==> config.mk <==
export PLATFORM = sky130hd
export DESIGN_NAME = ics_periph_top
export DESIGN_NICKNAME = d
export VERILOG_FILES = /design/src/hdl/flash_pkg.sv /design/src/hdl/periph_bus_pkg.sv /design/src/hdl/periph_bus_if.sv /design/src/hdl/address_decoder.sv /design/src/hdl/cpu_irq_control.sv /design/src/hdl/dsp_multiplier.sv /design/src/hdl/flash_bit_counter.sv /design/src/hdl/flash_read_fsm.sv /design/src/hdl/ics_periph_top.sv /design/src/hdl/mmio_responder.sv
export SDC_FILE = /design/constraint.sdc
export NUM_CORES = 1
export LEC_CHECK = 0
export BUFFER_PORTS_ARGS = -buffer_cell sky130_fd_sc_hd__buf_2
export CELL_PAD_IN_SITES_DETAIL_PLACEMENT = 1
export CELL_PAD_IN_SITES_GLOBAL_PLACEMENT = 1
export CORE_ASPECT_RATIO = 0.6
export CORE_MARGIN = 2
export CORE_UTILIZATION = 55
export DETAILED_ROUTE_END_ITERATION = 12
export HOLD_SLACK_MARGIN = 0.08
export PLACE_DENSITY_LB_ADDON = 0.1
export SLEW_MARGIN = 20
export SYNTH_ARGS = -nofsm -noshare
export SYNTH_HDL_FRONTEND = slang
export SYNTH_HIERARCHICAL = 1
export SYNTH_SLANG_ARGS = --single-unit
==> constraint.sdc <==
create_clock -name vdp_clk -period 17.6 [get_ports vdp_clk]
set_input_delay 1.76 -clock vdp_clk [delete_from_list [all_inputs] [get_ports vdp_clk]]
set_output_delay 1.76 -clock vdp_clk [all_outputs]
set_load 0.02 [all_outputs]
==> src/hdl/flash_pkg.sv <==
//////////////////////////////////////////////////////////////////////
// SPI flash single-read protocol: command, field lengths, FSM states.
// Only the plain 03h read is supported, no fast read or dummy bits.
//////////////////////////////////////////////////////////////////////

package flash_pkg;

    localparam logic [7:0] flash_read_cmd = 8'h03;

    localparam int cmd_bits  = 8;
    localparam int addr_bits = 24;
    localparam int data_bits = 32;

    // wide enough for the longest phase
    typedef logic [5:0] bit_count_t;

    typedef enum logic [2:0] {
        idle,
        command,
        address,
        data,
        finish
    } flash_state_t;

endpackage

==> src/hdl/periph_bus_pkg.sv <==
//////////////////////////////////////////////////////////////////////
// CPU bus widths and the peripheral address map.
// Region is taken from the top address nibble; other codes are
// unmapped and read back as unmapped_read_value.
//////////////////////////////////////////////////////////////////////

package periph_bus_pkg;

    typedef logic [23:0] addr_t;
    typedef logic [31:0] data_t;
    typedef logic [3:0] wstrb_t;

    // address bits 23..20
    typedef enum logic [3:0] {
        region_status = 4'd1,
        region_dsp    = 4'd2,
        region_irq    = 4'd3,
        region_flash  = 4'd4
    } region_t;

    localparam int region_lsb = 20;

    // picks operand b over operand a in the dsp region
    localparam int dsp_operand_b_bit = 2;

    localparam data_t unmapped_read_value = '0;

endpackage

==> src/hdl/periph_bus_if.sv <==
//////////////////////////////////////////////////////////////////////
// Held CPU access plus one-cycle region selects, decoder to targets.
// Payload stays valid from acceptance until the access completes.
//////////////////////////////////////////////////////////////////////

`timescale 1ns/1ps

interface periph_bus_if;

    periph_bus_pkg::addr_t address;
    periph_bus_pkg::data_t write_data;
    periph_bus_pkg::wstrb_t wstrb;
    logic write;

    logic sel_status;
    logic sel_dsp;
    logic sel_irq;
    logic sel_flash;
    logic sel_none;

    modport decoder (
        output address, write_data, wstrb, write,
        output sel_status, sel_dsp, sel_irq, sel_flash, sel_none
    );

    modport target (
        input address, write_data, wstrb, write,
        input sel_status, sel_dsp, sel_irq, sel_flash, sel_none
    );

endinterface

==> src/hdl/address_decoder.sv <==
//////////////////////////////////////////////////////////////////////
// One access in flight at a time. The host must hold mem_valid and
// its payload until mem_ready, then drop mem_valid for a cycle.
//////////////////////////////////////////////////////////////////////

`timescale 1ns/1ps

module address_decoder (
    input  logic vdp_clk,
    input  logic vdp_reset,
    input  logic mem_valid,
    input  periph_bus_pkg::addr_t mem_address,
    input  periph_bus_pkg::data_t mem_write_data,
    input  periph_bus_pkg::wstrb_t mem_wstrb,
    input  logic mem_ready,
    periph_bus_if.decoder bus
);
    logic busy;
    logic accept;
    periph_bus_pkg::region_t region;

    assign accept = mem_valid && !busy;
    assign region = periph_bus_pkg::region_t'(
        mem_address[periph_bus_pkg::region_lsb +: $bits(periph_bus_pkg::region_t)]);

    always_ff @(posedge vdp_clk) begin
        if (vdp_reset) begin
            busy <= 1'b0;
            bus.sel_status <= 1'b0;
            bus.sel_dsp <= 1'b0;
            bus.sel_irq <= 1'b0;
            bus.sel_flash <= 1'b0;
            bus.sel_none <= 1'b0;
        end else begin
            // selects only last one cycle
            bus.sel_status <= accept && (region == periph_bus_pkg::region_status);
            bus.sel_dsp <= accept && (region == periph_bus_pkg::region_dsp);
            bus.sel_irq <= accept && (region == periph_bus_pkg::region_irq);
            bus.sel_flash <= accept && (region == periph_bus_pkg::region_flash);
            bus.sel_none <= accept && !(region inside {periph_bus_pkg::region_status,
                periph_bus_pkg::region_dsp, periph_bus_pkg::region_irq,
                periph_bus_pkg::region_flash});

            if (accept) begin
                busy <= 1'b1;
            end else if (mem_ready) begin
                busy <= 1'b0;
            end
        end
    end

    // payload held for the targets
    always_ff @(posedge vdp_clk) begin
        if (accept) begin
            bus.address <= mem_address;
            bus.write_data <= mem_write_data;
            bus.wstrb <= mem_wstrb;
            bus.write <= |mem_wstrb;
        end
    end

endmodule

==> src/hdl/cpu_irq_control.sv <==
//////////////////////////////////////////////////////////////////////
// Two level interrupts: bit 0 frame, bit 1 raster. Events are pulses;
// a write to the irq region clears the bits named in data 1..0.
//////////////////////////////////////////////////////////////////////

`timescale 1ns/1ps

module cpu_irq_control (
    input  logic vdp_clk,
    input  logic vdp_reset,
    input  logic frame_ended,
    input  logic raster_hit,
    periph_bus_if.target bus,
    output logic [1:0] pending,
    output logic [1:0] irq
);
    logic [1:0] event_r;
    logic [1:0] ack;

    assign ack = (bus.sel_irq && bus.write) ? bus.write_data[1:0] : 2'b00;

    always_ff @(posedge vdp_clk) begin
        if (vdp_reset) begin
            event_r <= 2'b00;
            pending <= 2'b00;
        end else begin
            event_r <= {raster_hit, frame_ended};
            // a new event beats an acknowledge in the same cycle
            pending <= (pending & ~ack) | event_r;
        end
    end

    assign irq = pending;

endmodule

==> src/hdl/dsp_multiplier.sv <==
//////////////////////////////////////////////////////////////////////
// Signed 16x16 multiply. Operands come from data bits 15..0, the
// product follows an operand change by one cycle.
//////////////////////////////////////////////////////////////////////

`timescale 1ns/1ps

module dsp_multiplier (
    input  logic vdp_clk,
    periph_bus_if.target bus,
    output periph_bus_pkg::data_t product
);
    logic [15:0] operand_a;
    logic [15:0] operand_b;
    logic load_a;
    logic load_b;

    assign load_a = bus.sel_dsp && bus.write && !bus.address[periph_bus_pkg::dsp_operand_b_bit];
    assign load_b = bus.sel_dsp && bus.write && bus.address[periph_bus_pkg::dsp_operand_b_bit];

    // flat enables so the operands map onto the DSP input registers
    always_ff @(posedge vdp_clk) begin
        if (load_a) begin
            operand_a <= bus.write_data[15:0];
        end
        if (load_b) begin
            operand_b <= bus.write_data[15:0];
        end

        product <= $signed(operand_a) * $signed(operand_b);
    end

endmodule

==> src/hdl/flash_bit_counter.sv <==
//////////////////////////////////////////////////////////////////////
// Bits left in the current SPI phase. load takes priority over
// shift_en; last_bit marks the final bit of the phase.
//////////////////////////////////////////////////////////////////////

`timescale 1ns/1ps

module flash_bit_counter (
    input  logic vdp_clk,
    input  logic vdp_reset,
    input  logic load,
    input  flash_pkg::bit_count_t bit_count,
    input  logic shift_en,
    output logic last_bit
);
    flash_pkg::bit_count_t count;

    always_ff @(posedge vdp_clk) begin
        if (vdp_reset) begin
            count <= '0;
        end else if (load) begin
            count <= bit_count;
        end else if (shift_en && count != '0) begin
            count <= count - 1'b1;
        end
    end

    // one bit remaining
    assign last_bit = (count == flash_pkg::bit_count_t'(1));

endmodule

==> src/hdl/flash_read_fsm.sv <==
//////////////////////////////////////////////////////////////////////
// SPI single read: 03h, 24-bit address, 32 data bits. sck is half of
// vdp_clk, mosi moves while sck is low, miso is taken on sck rise.
// Only FLASH_ADDR_BITS low address bits reach the flash.
//////////////////////////////////////////////////////////////////////

`timescale 1ns/1ps

module flash_read_fsm #(
    parameter int FLASH_ADDR_BITS = 20
) (
    input  logic vdp_clk,
    input  logic vdp_reset,
    periph_bus_if.target bus,
    input  logic last_bit,
    output logic load,
    output flash_pkg::bit_count_t bit_count,
    output logic shift_en,
    output periph_bus_pkg::data_t flash_data,
    output logic flash_done,
    output logic flash_sck,
    output logic flash_csn,
    output logic flash_mosi,
    input  logic flash_miso
);
    localparam int tx_bits = flash_pkg::cmd_bits + flash_pkg::addr_bits;

    flash_pkg::flash_state_t state;
    logic [flash_pkg::addr_bits-1:0] spi_addr;
    logic [tx_bits-1:0] tx_shift;
    logic [flash_pkg::data_bits-1:0] rx_shift;
    logic start;
    logic shifting;
    logic phase_end;

    assign start = bus.sel_flash && !bus.write;
    assign shifting = state inside {flash_pkg::command, flash_pkg::address, flash_pkg::data};
    // bit ends when sck falls
    assign shift_en = shifting && flash_sck;
    assign phase_end = shift_en && last_bit;

    always_comb begin
        spi_addr = '0;
        spi_addr[FLASH_ADDR_BITS-1:0] = bus.address[FLASH_ADDR_BITS-1:0];
    end

    always_comb begin
        load = 1'b0;
        bit_count = '0;
        if (state == flash_pkg::idle && start) begin
            load = 1'b1;
            bit_count = flash_pkg::bit_count_t'(flash_pkg::cmd_bits);
        end else if (state == flash_pkg::command && phase_end) begin
            load = 1'b1;
            bit_count = flash_pkg::bit_count_t'(flash_pkg::addr_bits);
        end else if (state == flash_pkg::address && phase_end) begin
            load = 1'b1;
            bit_count = flash_pkg::bit_count_t'(flash_pkg::data_bits);
        end
    end

    always_ff @(posedge vdp_clk) begin
        if (vdp_reset) begin
            state <= flash_pkg::idle;
            flash_csn <= 1'b1;
            flash_sck <= 1'b0;
            flash_done <= 1'b0;
            tx_shift <= '0;
        end else begin
            flash_done <= 1'b0;
            case (state)
                flash_pkg::idle: begin
                    if (start) begin
                        flash_csn <= 1'b0;
                        tx_shift <= {flash_pkg::flash_read_cmd, spi_addr};
                        state <= flash_pkg::command;
                    end
                end
                flash_pkg::command, flash_pkg::address, flash_pkg::data: begin
                    flash_sck <= !flash_sck;
                    if (flash_sck) begin
                        tx_shift <= tx_shift << 1;
                    end
                    if (phase_end) begin
                        case (state)
                            flash_pkg::command: state <= flash_pkg::address;
                            flash_pkg::address: state <= flash_pkg::data;
                            default: state <= flash_pkg::finish;
                        endcase
                    end
                end
                default: begin
                    flash_csn <= 1'b1;
                    flash_done <= 1'b1;
                    state <= flash_pkg::idle;
                end
            endcase
        end
    end

    // sample on the cycle sck rises
    always_ff @(posedge vdp_clk) begin
        if (state == flash_pkg::data && !flash_sck) begin
            rx_shift <= {rx_shift[flash_pkg::data_bits-2:0], flash_miso};
        end
    end

    assign flash_mosi = tx_shift[tx_bits-1];

    // first byte in lands in bits 7..0
    assign flash_data = {rx_shift[7:0], rx_shift[15:8], rx_shift[23:16], rx_shift[31:24]};

endmodule

==> src/hdl/ics_periph_top.sv <==
//////////////////////////////////////////////////////////////////////
// CPU-side peripheral block, single clock domain (vdp_clk).
// Regions: 1 status, 2 dsp, 3 irq, 4 flash read; others read zero.
// No back-pressure: the host waits for mem_ready.
//////////////////////////////////////////////////////////////////////

`timescale 1ns/1ps

module ics_periph_top #(
    parameter int FLASH_ADDR_BITS = 20,
    parameter logic [1:0] STATUS_RESET = 2'b01
) (
    input  logic vdp_clk,
    input  logic vdp_reset,

    input  logic mem_valid,
    input  periph_bus_pkg::addr_t mem_address,
    input  periph_bus_pkg::data_t mem_write_data,
    input  periph_bus_pkg::wstrb_t mem_wstrb,
    output logic mem_ready,
    output periph_bus_pkg::data_t mem_read_data,

    input  logic frame_ended,
    input  logic raster_hit,
    output logic [1:0] irq,

    output logic led_r,
    output logic led_b,

    output logic flash_sck,
    output logic flash_csn,
    output logic flash_mosi,
    input  logic flash_miso
);
    periph_bus_if bus ();

    periph_bus_pkg::data_t product;
    periph_bus_pkg::data_t flash_data;
    logic [1:0] pending;
    logic flash_done;

    logic load;
    logic shift_en;
    logic last_bit;
    flash_pkg::bit_count_t bit_count;

    address_decoder u_decoder (
        .vdp_clk(vdp_clk),
        .vdp_reset(vdp_reset),
        .mem_valid(mem_valid),
        .mem_address(mem_address),
        .mem_write_data(mem_write_data),
        .mem_wstrb(mem_wstrb),
        .mem_ready(mem_ready),
        .bus(bus.decoder)
    );

    mmio_responder #(
        .STATUS_RESET(STATUS_RESET)
    ) u_responder (
        .vdp_clk(vdp_clk),
        .vdp_reset(vdp_reset),
        .bus(bus.target),
        .product(product),
        .pending(pending),
        .flash_data(flash_data),
        .flash_done(flash_done),
        .mem_ready(mem_ready),
        .mem_read_data(mem_read_data),
        .led_r(led_r),
        .led_b(led_b)
    );

    dsp_multiplier u_dsp (
        .vdp_clk(vdp_clk),
        .bus(bus.target),
        .product(product)
    );

    cpu_irq_control u_irq (
        .vdp_clk(vdp_clk),
        .vdp_reset(vdp_reset),
        .frame_ended(frame_ended),
        .raster_hit(raster_hit),
        .bus(bus.target),
        .pending(pending),
        .irq(irq)
    );

    flash_read_fsm #(
        .FLASH_ADDR_BITS(FLASH_ADDR_BITS)
    ) u_flash_fsm (
        .vdp_clk(vdp_clk),
        .vdp_reset(vdp_reset),
        .bus(bus.target),
        .last_bit(last_bit),
        .load(load),
        .bit_count(bit_count),
        .shift_en(shift_en),
        .flash_data(flash_data),
        .flash_done(flash_done),
        .flash_sck(flash_sck),
        .flash_csn(flash_csn),
        .flash_mosi(flash_mosi),
        .flash_miso(flash_miso)
    );

    flash_bit_counter u_bit_counter (
        .vdp_clk(vdp_clk),
        .vdp_reset(vdp_reset),
        .load(load),
        .bit_count(bit_count),
        .shift_en(shift_en),
        .last_bit(last_bit)
    );

endmodule

==> src/hdl/mmio_responder.sv <==
//////////////////////////////////////////////////////////////////////
// Status LEDs, read-data mux and mem_ready. Register regions answer
// two cycles after acceptance; flash reads answer on flash_done.
//////////////////////////////////////////////////////////////////////

`timescale 1ns/1ps

module mmio_responder #(
    parameter logic [1:0] STATUS_RESET = 2'b01
) (
    input  logic vdp_clk,
    input  logic vdp_reset,
    periph_bus_if.target bus,
    input  periph_bus_pkg::data_t product,
    input  logic [1:0] pending,
    input  periph_bus_pkg::data_t flash_data,
    input  logic flash_done,
    output logic mem_ready,
    output periph_bus_pkg::data_t mem_read_data,
    output logic led_r,
    output logic led_b
);
    logic [1:0] status;
    logic quick_sel;
    logic quick_ready;
    periph_bus_pkg::data_t read_next;
    periph_bus_pkg::data_t reg_read_data;

    // flash writes are dropped but still need an answer
    assign quick_sel = bus.sel_status || bus.sel_dsp || bus.sel_irq || bus.sel_none
        || (bus.sel_flash && bus.write);

    assign led_r = status[0];
    assign led_b = status[1];

    always_ff @(posedge vdp_clk) begin
        if (vdp_reset) begin
            status <= STATUS_RESET;
            quick_ready <= 1'b0;
        end else begin
            quick_ready <= quick_sel;
            if (bus.sel_status && bus.write) begin
                status <= bus.write_data[1:0];
            end
        end
    end

    always_comb begin
        if (bus.sel_status) begin
            read_next = {30'b0, status};
        end else if (bus.sel_dsp) begin
            read_next = product;
        end else if (bus.sel_irq) begin
            read_next = {30'b0, pending};
        end else begin
            read_next = periph_bus_pkg::unmapped_read_value;
        end
    end

    always_ff @(posedge vdp_clk) begin
        if (quick_sel) begin
            reg_read_data <= read_next;
        end
    end

    assign mem_ready = quick_ready || flash_done;
    assign mem_read_data = flash_done ? flash_data : reg_read_data;

endmodule

# After elaboration in Yosys (flattened, before gate mapping)

Index checks and enable logic that the tools add are counted.

Bits in registers: 222
Logic and storage cells: 110

Equal/unequal tests: 11
Multiplexer cells: 25
Multiply operators: 1
Reductions and logical operators: 43
Bitwise logic cells: 4
Add/sub/neg operators: 1

Operator list:

| cell                                                                | number |
|---|---|
| 32-bit 2-to-1 mux                                                   | 4 |
| 32-bit one-hot mux with 2 select lines                              | 1 |
| 16-bit by 16-bit multiplier with 32-bit output                      | 1 |
| 6-bit 2-to-1 mux                                                    | 5 |
| 1-bit logical AND                                                   | 20 |
| 3-bit one-hot mux with 2 select lines                               | 2 |
| 4-bit by 2-bit == test with 1-bit output (second input constant)    | 2 |
| 4-bit OR reduction                                                  | 2 |
| 1-bit 2-to-1 mux                                                    | 7 |
| 3-bit by 2-bit == test with 1-bit output (second input constant)    | 2 |
| 6-bit by 1-bit == test with 1-bit output (second input constant)    | 1 |
| 2-bit 2-to-1 mux                                                    | 3 |
| 3-bit 2-to-1 mux                                                    | 2 |
| 2-bit by 1-bit != test with 1-bit output (second input constant)    | 3 |
| 2-bit nonzero test                                                  | 3 |
| 6-bit nonzero test                                                  | 1 |
| 6-bit by 1-bit subtractor with 6-bit output (second input constant) | 1 |
| 1-bit zero test                                                     | 5 |
| 1-bit logical OR                                                    | 5 |
| 4-bit by 1-bit == test with 1-bit output (second input constant)    | 1 |
| 4-bit by 3-bit == test with 1-bit output (second input constant)    | 1 |
| 2-bit AND reduction                                                 | 2 |
| 4-bit nonzero test                                                  | 1 |
| 3-bit by 1-bit == test with 1-bit output (second input constant)    | 1 |
| 9 further kinds                                                     | 9 |

# Longest topological paths before layout

Gate-level depths: netlist (run 1).

Depth in word-level cells: 9
Gate-level depth with buffers: 22
Gate-level depth less buffers: 20

# By module

The synthesis (run 1) kept the hierarchy.

Modules (own cells, without submodules):

| module            | area each (um2) | times used | cells each |
|---|---|---|---|
| dsp_multiplier    | 11584.9         | 1          | 1168 |
| flash_read_fsm    | 2766.4          | 1          | 210 |
| address_decoder   | 2059.5          | 1          | 83 |
| mmio_responder    | 1771.7          | 1          | 124 |
| flash_bit_counter | 421.7           | 1          | 49 |
| cpu_irq_control   | 145.1           | 1          | 14 |

# Worst setup path before layout (run 1)

No wires, ideal clock.

Path type: reg2reg
Start point: register u_dsp.operand_a[15]
End point: register u_dsp.product[25]
Setup time: 62 ps
Arrival time: 5717 ps
Path slack: 11822 ps
Period minus slack after synthesis: 5778 ps
Stages on the path, launching flop included: 23
Cell sequence: edfxtp_1 > clkbuf_1 > nand2_1 > inv_1 > fa_1 > inv_1 > fa_1 > fa_1 > inv_1 > fa_1 > fa_1 > inv_1 > fa_1 > inv_1 > ha_1 > buf_6 > a21o_1 > a21o_1 > a221oi_2 > nor4b_4 > a21oi_2 > a2111o_1 > nand3_1

Cells in the longest elaborated chain, start to end: 1

Ends and longest elaborated chain:

| element                                        | line                 | source |
|---|---|---|
| from (decl)                                    | dsp_multiplier.sv:13 | `logic [15:0] operand_a;` |
| from (signal assigned)                         | dsp_multiplier.sv:24 | `operand_a <= bus.write_data[15:0];` |
| 16-bit by 16-bit multiplier with 32-bit output | dsp_multiplier.sv:30 | `product <= $signed(operand_a) * $signed(operand_b);` |
| to (signal assigned)                           | dsp_multiplier.sv:30 |  |
| to (decl)                                      | dsp_multiplier.sv:11 | `output periph_bus_pkg::data_t product` |

Every way passes these cells.
A chain may end at the register's enable or synchronous reset.

# Final worst setup path (run 1)

Start point: register u_dsp.operand_b[10]
End point: register u_dsp.product[30]

Cells in the longest elaborated chain, start to end: 1

Ends and longest elaborated chain:

| element                                        | line                 | source |
|---|---|---|
| from (decl)                                    | dsp_multiplier.sv:14 | `logic [15:0] operand_b;` |
| from (signal assigned)                         | dsp_multiplier.sv:27 | `operand_b <= bus.write_data[15:0];` |
| 16-bit by 16-bit multiplier with 32-bit output | dsp_multiplier.sv:30 |  |

Every way passes these cells.

==> run metrics, run 1 <==
final setup TNS=0 ns; final hold slack=0.448 ns; clock sink count=222; Yosys warning total=6; hold crit path type=reg2reg; Die Y=144 um; full die area=34300 um2; initial core utilization=0.557; fill count=3413; fin util=0.602; CP Max Fanout=16; Worst Path Required=18.05 ns; cts hold-fix bufs=0; max-cap viol count=0; share of cells above drive strength 1=0.120; clock-pin slew on the worst setup and hold paths=0.07 ns; commonest non-fill, non-tap cell in the layout=inv_1; maximum vdd drop=0.0000848 V; LEAKAGE=8.72 nW; largest net degree at the start of global routing=63; final hold vios=0; # nets final=2091; status=finished, final reports clean; I/O Buffers=89; Core Region=32400 um2; Skew-Pair Late Insertion Delay=0.54 ns; Final min period=6.79 ns; total track usage=0.269; Cells after Synth=1624; initial detailed-routing violation count=580; multi-input logic area=10800 um2; Post-Syn Area per Cell=11.1 um2; final setup violating endpoints=0; Post-Syn Area=18000 um2; number of global-route vias before repair=13100; Final GP Congestion=0.850; DR DRC count=0; vias per cell=5.54; DP Wirelength=33400 um; commonest non-fill, non-tap cells in the layout=299 x inv_1, 262 x fa_1, 154 x and2_1, 141 x nand2_1, 133 x edfxtp_1; drt wl/cell=20.8 um; CTS root buf=clkbuf_16; post-CTS setup buffers=0; row cnt=51; drt pass-1 iters=4; Total Wirelength=44100 um; final worst-path cycle share=0.386; initial antenna violation count=2; CP Data Arrival Time=7.24 ns; Max clock buf depth=3; final instance count without filler cells=2118; ANT cells=0; Area growth, synth to finish=8.03%; Worst Skew=0.0256 ns; CTS tree=done; placed cells=2078; WS Path Type=reg2reg; max_slew headroom=0.263; Register Area=5780 um2; pwr/cell area=66.3 nW/um2; H-tree levels=1; fin. max-slew vios=0; first-pass GRT wire length=71000 um; antenna viol nets, final=0; GRT overflow=0; CP Capture Type=register; Die Wd=238 um; # IOs=106; DR vias=11700; post-CTS sizing=0; CTS buffer count=22; Tightest Pin Transition=1.10 ns; unrepaired setup endpoints after global routing=no; Worst setup SP type=register; fmax=147 MHz
[power by group]
| group | total (mW) | switching (mW) | internal, mW |
|---|---|---|---|
| Combinational | 0.208 | 0.122 | 0.0859 |
| Clock | 0.486 | 0.201 | 0.285 |
| Sequential | 0.598 | 0.0128 | 0.586 |
[routing by layer]
metal / routed length [um] / up-vias / global-route usage
met3: 1940 / 54 / 0.0355
met4: 587 / 2 / 0.0374
met2: 21100 / 216 / 0.460
li1: - / 5292 / -
met5: 12 / - / 0
met1: 20500 / 6166 / 0.379
[state kept, by name, indices dropped and copies added, names as in the netlist, 2 cells and up]
name and flops:
u_flash_fsm/tx_shift 32, u_bit_counter/count 6, u_irq/irq 2, u_responder/status 2, u_irq/event_r 2, u_dsp/operand_b 16
u_flash_fsm/state 3, u_decoder/bus.address 20, u_dsp/operand_a 16, u_responder/reg_read_data 32, u_dsp/product 32, u_flash_fsm/rx_shift 32
u_decoder/bus.write_data 16
[stage by stage]
step                      worst slack, ns  cell area [um2]  power [mW]
after global routing                10.59            19500        1.35
after global placement              11.13            18700       0.802
after detailed placement            10.91            18700       0.815
after floorplan                     11.82            18000       0.754
after CTS                           10.89            19500        1.31
final                               10.81            19500        1.29
[final cells by class]
type | instances | share of cell area
Clock buffer | 34 | 0.0332
Clock inverter | 6 | 0.00520
Inverter | 300 | 0.0578
Multi-Input combinational cell | 1033 | 0.553
Sequential cell | 222 | 0.297
Tap cell | 424 | 0.0272
Timing Repair Buffer | 99 | 0.0267
[final timing paths]
check                                    start  slack [ns]                  end  depth (start not counted)
setup / recovery           u_dsp/operand_b[10]       10.81    u_dsp/product[30]                         18
hold / removal    u_decoder/bus.write_data[12]        0.45  u_dsp/operand_b[12]                          0
setup reg to reg           u_dsp/operand_b[10]       10.81    u_dsp/product[30]                         18
hold reg to reg   u_decoder/bus.write_data[12]        0.45  u_dsp/operand_b[12]                          0
[critical path: stages (launching register included)]
cell	delay [ns]
edfxtp_1	1.00
nand2_1	0.21
fa_1	0.58
inv_1	0.06
fa_1	0.55
fa_1	0.44
fa_1	0.50
fa_1	0.54
inv_1	0.08
fa_1	0.49
inv_1	0.06
ha_1	0.38
and2_2	0.26
and3_2	0.21
a21oi_1	0.44
a21o_1	0.25
a21boi_1	0.17
o31a_1	0.32
o211ai_1	0.17
Power figures use the tool's default switching activity.
==> inputs of run 2 (changes only) <==
Settings changed: ABC_AREA set to 1, CORE_UTILIZATION 55 to 49.
Clock period 17.6 ns to 6.8 ns, I/O delays scaled along.
==> run 2 against run 1 <==
Net effect:
- flip-flop and latch count stayed put
- worst hold slack worse by 0.13 ns
- first-iteration DRC count is 49% higher
- global-route usage is 1.5 points lower
- core utilization is 6.7 points lower
- clock-buffer cell count stayed put
- highest routed layer is now met4
- routed wire length is 11% higher
- cell count is 34% higher
- via count is 20% higher
- die area is 19% higher
==> run metrics, run 2 <==
Final GP Congestion=0.892 (was 0.850); Crit. Startpoint=u_dsp/operand_a[9] (was u_dsp/operand_b[10]); combinational share of power=0.308 (was 0.161); fin. max-slew vios=0 (unchanged); commonest non-fill, non-tap cell in the layout=nand2_1 (was inv_1); Worst Setup Slack post-DPL=0.739 ns (was 10.91 ns); Die Y=157 um (was 144 um); number of global-route vias before repair=15700 (was 13100); initial core utilization=0.495 (was 0.557); CP Data Arrival Time=6.54 ns (was 7.24 ns); commonest non-fill, non-tap cells in the layout=626 x nand2_1, 566 x inv_1, 262 x fa_1, 150 x nor2_1, 133 x edfxtp_1 (was 299 x inv_1, 262 x fa_1, 154 x and2_1, 141 x nand2_1, 133 x edfxtp_1); final worst-path cycle share=0.899 (was 0.386); sequential share of power=0.393 (was 0.463); hold crit path type=in2reg (was reg2reg); Critical Path End=u_dsp/product[25] (was u_dsp/product[30]); drt pass-1 iters=5 (was 4); CTS buffer count=24 (was 22); Worst Path Required=7.22 ns (was 18.05 ns); Post-Syn Area=19200 um2 (was 18000 um2); WS Path Type=reg2reg (unchanged); CP Capture Type=register (unchanged); post-route cell area=20800 um2 (was 19500 um2); placed cell area=20000 um2 (was 18700 um2); Critical R2R Capture=u_dsp/product[25] (was u_dsp/product[30]); CTS tree=done (unchanged); Sw Pwr=1.56 mW (was 0.335 mW); max_slew headroom=0.323 (was 0.263); drt wl/cell=17.2 um (was 20.8 um); Area growth, synth to finish=8.11% (was 8.03%); largest net degree at the start of global routing=54 (was 63); # nets final=2721 (was 2091); vias per cell=4.96 (was 5.54); internal power=2.82 mW (was 0.957 mW); Hold Crit Depth=1 (was 0); post-CTS sizing=0 (unchanged); antenna viol nets, final=0 (unchanged); final worst slack=0.687 ns (was 10.81 ns); clock-pin slew on the worst setup and hold paths=0.06 ns (was 0.07 ns); Core Region=38800 um2 (was 32400 um2); post-CTS setup buffers=0 (unchanged); # IOs=106 (unchanged); final setup TNS=0 ns (unchanged); Reg2Reg Depth=19 (was 18); maximum vdd drop=0.000151 V (was 0.0000848 V); clock sink count=222 (unchanged); DR DRC count=0 (unchanged); share of cells above drive strength 1=0.0929 (was 0.120); Die Wd=260 um (was 238 um); Cells after Synth=2266 (was 1624); I/O Buffers=89 (unchanged); Yosys warning total=6 (unchanged); Tightest Pin Transition=1.01 ns (was 1.10 ns); cts hold-fix bufs=0 (unchanged); full die area=40800 um2 (was 34300 um2); max-cap viol count=0 (unchanged); first-pass GRT wire length=81400 um (was 71000 um); final setup violating endpoints=0 (unchanged); pwr/cell area=211 nW/um2 (was 66.3 nW/um2); Net Sw Frac=0.357 (was 0.260); Clock power frac=0.299 (was 0.376); Total Wirelength=49000 um (was 44100 um); Reg2Reg Setup Slack=0.69 ns (was 10.81 ns); fmax=164 MHz (was 147 MHz); ANT cells=0 (unchanged); initial antenna violation count=1 (was 2); initial detailed-routing violation count=865 (was 580); total track usage=0.254 (was 0.269); Post-Syn Area per Cell=8.47 um2 (was 11.1 um2); Max clock buf depth=3 (unchanged); LEAKAGE=11.1 nW (was 8.72 nW); r2r startpoint=u_dsp/operand_a[9] (was u_dsp/operand_b[10]); DR vias=14100 (was 11700); Final min period=6.11 ns (was 6.79 ns); status=finished, final reports clean (unchanged); row cnt=56 (was 51); CP Max Fanout=16 (unchanged); Worst setup SP type=register (unchanged); H-tree levels=1 (unchanged); CTS root buf=clkbuf_16 (unchanged); GRT overflow=0 (unchanged); Skew-Pair Late Insertion Delay=0.53 ns (was 0.54 ns); final hold vios=0 (unchanged); unrepaired setup endpoints after global routing=no (unchanged); Worst Skew=0.0111 ns (was 0.0256 ns); DP Wirelength=39300 um (was 33400 um)
-- run 2: power by group through the flow --
| stage | sequential [mW] | clock [mW] | combinational [mW] |
|---|---|---|---|
| floorplan | 1.72 | 0 | 1.05 |
| global placement | 1.74 | 0 | 1.28 |
| detailed placement | 1.75 | 0 | 1.34 |
| CTS | 1.72 | 1.34 | 1.36 |
| global route | 1.74 | 1.39 | 1.55 |
| finish | 1.72 | 1.31 | 1.35 |
-- run 2: per-stage QoR --
step | hold WS, ns | cells | power, mW | utilization
final | 0.321 | 2848 | 4.38 | 0.535
after detailed placement | 0.434 | 2804 | 3.08 | 0.514
after CTS | 0.298 | 2848 | 4.42 | 0.535
after floorplan | 0.409 | 2268 | 2.78 | -
after global placement | 0.424 | 2804 | 3.02 | 0.514
after global routing | 0.295 | 2848 | 4.68 | 0.535
-- run 2: layout make-up --
cell class,count,area (um2)
fillers,4660,18100
well taps,522,653
repair buffers,103,551
clock inverters,10,97.6
inverters,576,2160
flip-flops and latches,222,5780
clock buffers,34,691
multi-input cells,1381,10800
-- run 2: worst min-delay path by stage --
stage	start	to
4_1_cts	mem_address[7]	u_decoder/bus.address[7]
3_5_place_dp	u_decoder/bus.write_data[6]	u_dsp/operand_a[6]
6_report	mem_address[16]	u_decoder/bus.address[16]
3_3_place_gp	u_decoder/bus.write_data[11]	u_dsp/operand_b[11]
2_1_floorplan	u_irq/event_r[0]	u_irq/irq[0]
5_1_grt	mem_address[0]	u_decoder/bus.address[0]
-- run 2: critical path: stages (launching register included) --
cell and delay [ns]:
edfxtp_1 0.94, nand2_1 0.18, fa_1 0.55, fa_1 0.48, fa_1 0.49, fa_1 0.51
inv_1 0.06, fa_1 0.53, inv_1 0.06, fa_1 0.52, inv_1 0.05, ha_1 0.35
nand2_1 0.23, inv_1 0.07, a21oi_1 0.31, nor2_1 0.08, o21ai_0 0.36, nand3_1 0.12
nand2_1 0.08, nand2_1 0.04
-- run 2: metal layers --
metal	share of wire	wire, um	global-route usage
met3	0.052	2530	0.0412
met5	0	0	0
met1	0.48	23500	0.364
met2	0.45	22200	0.413
met4	0.014	706	0.0430
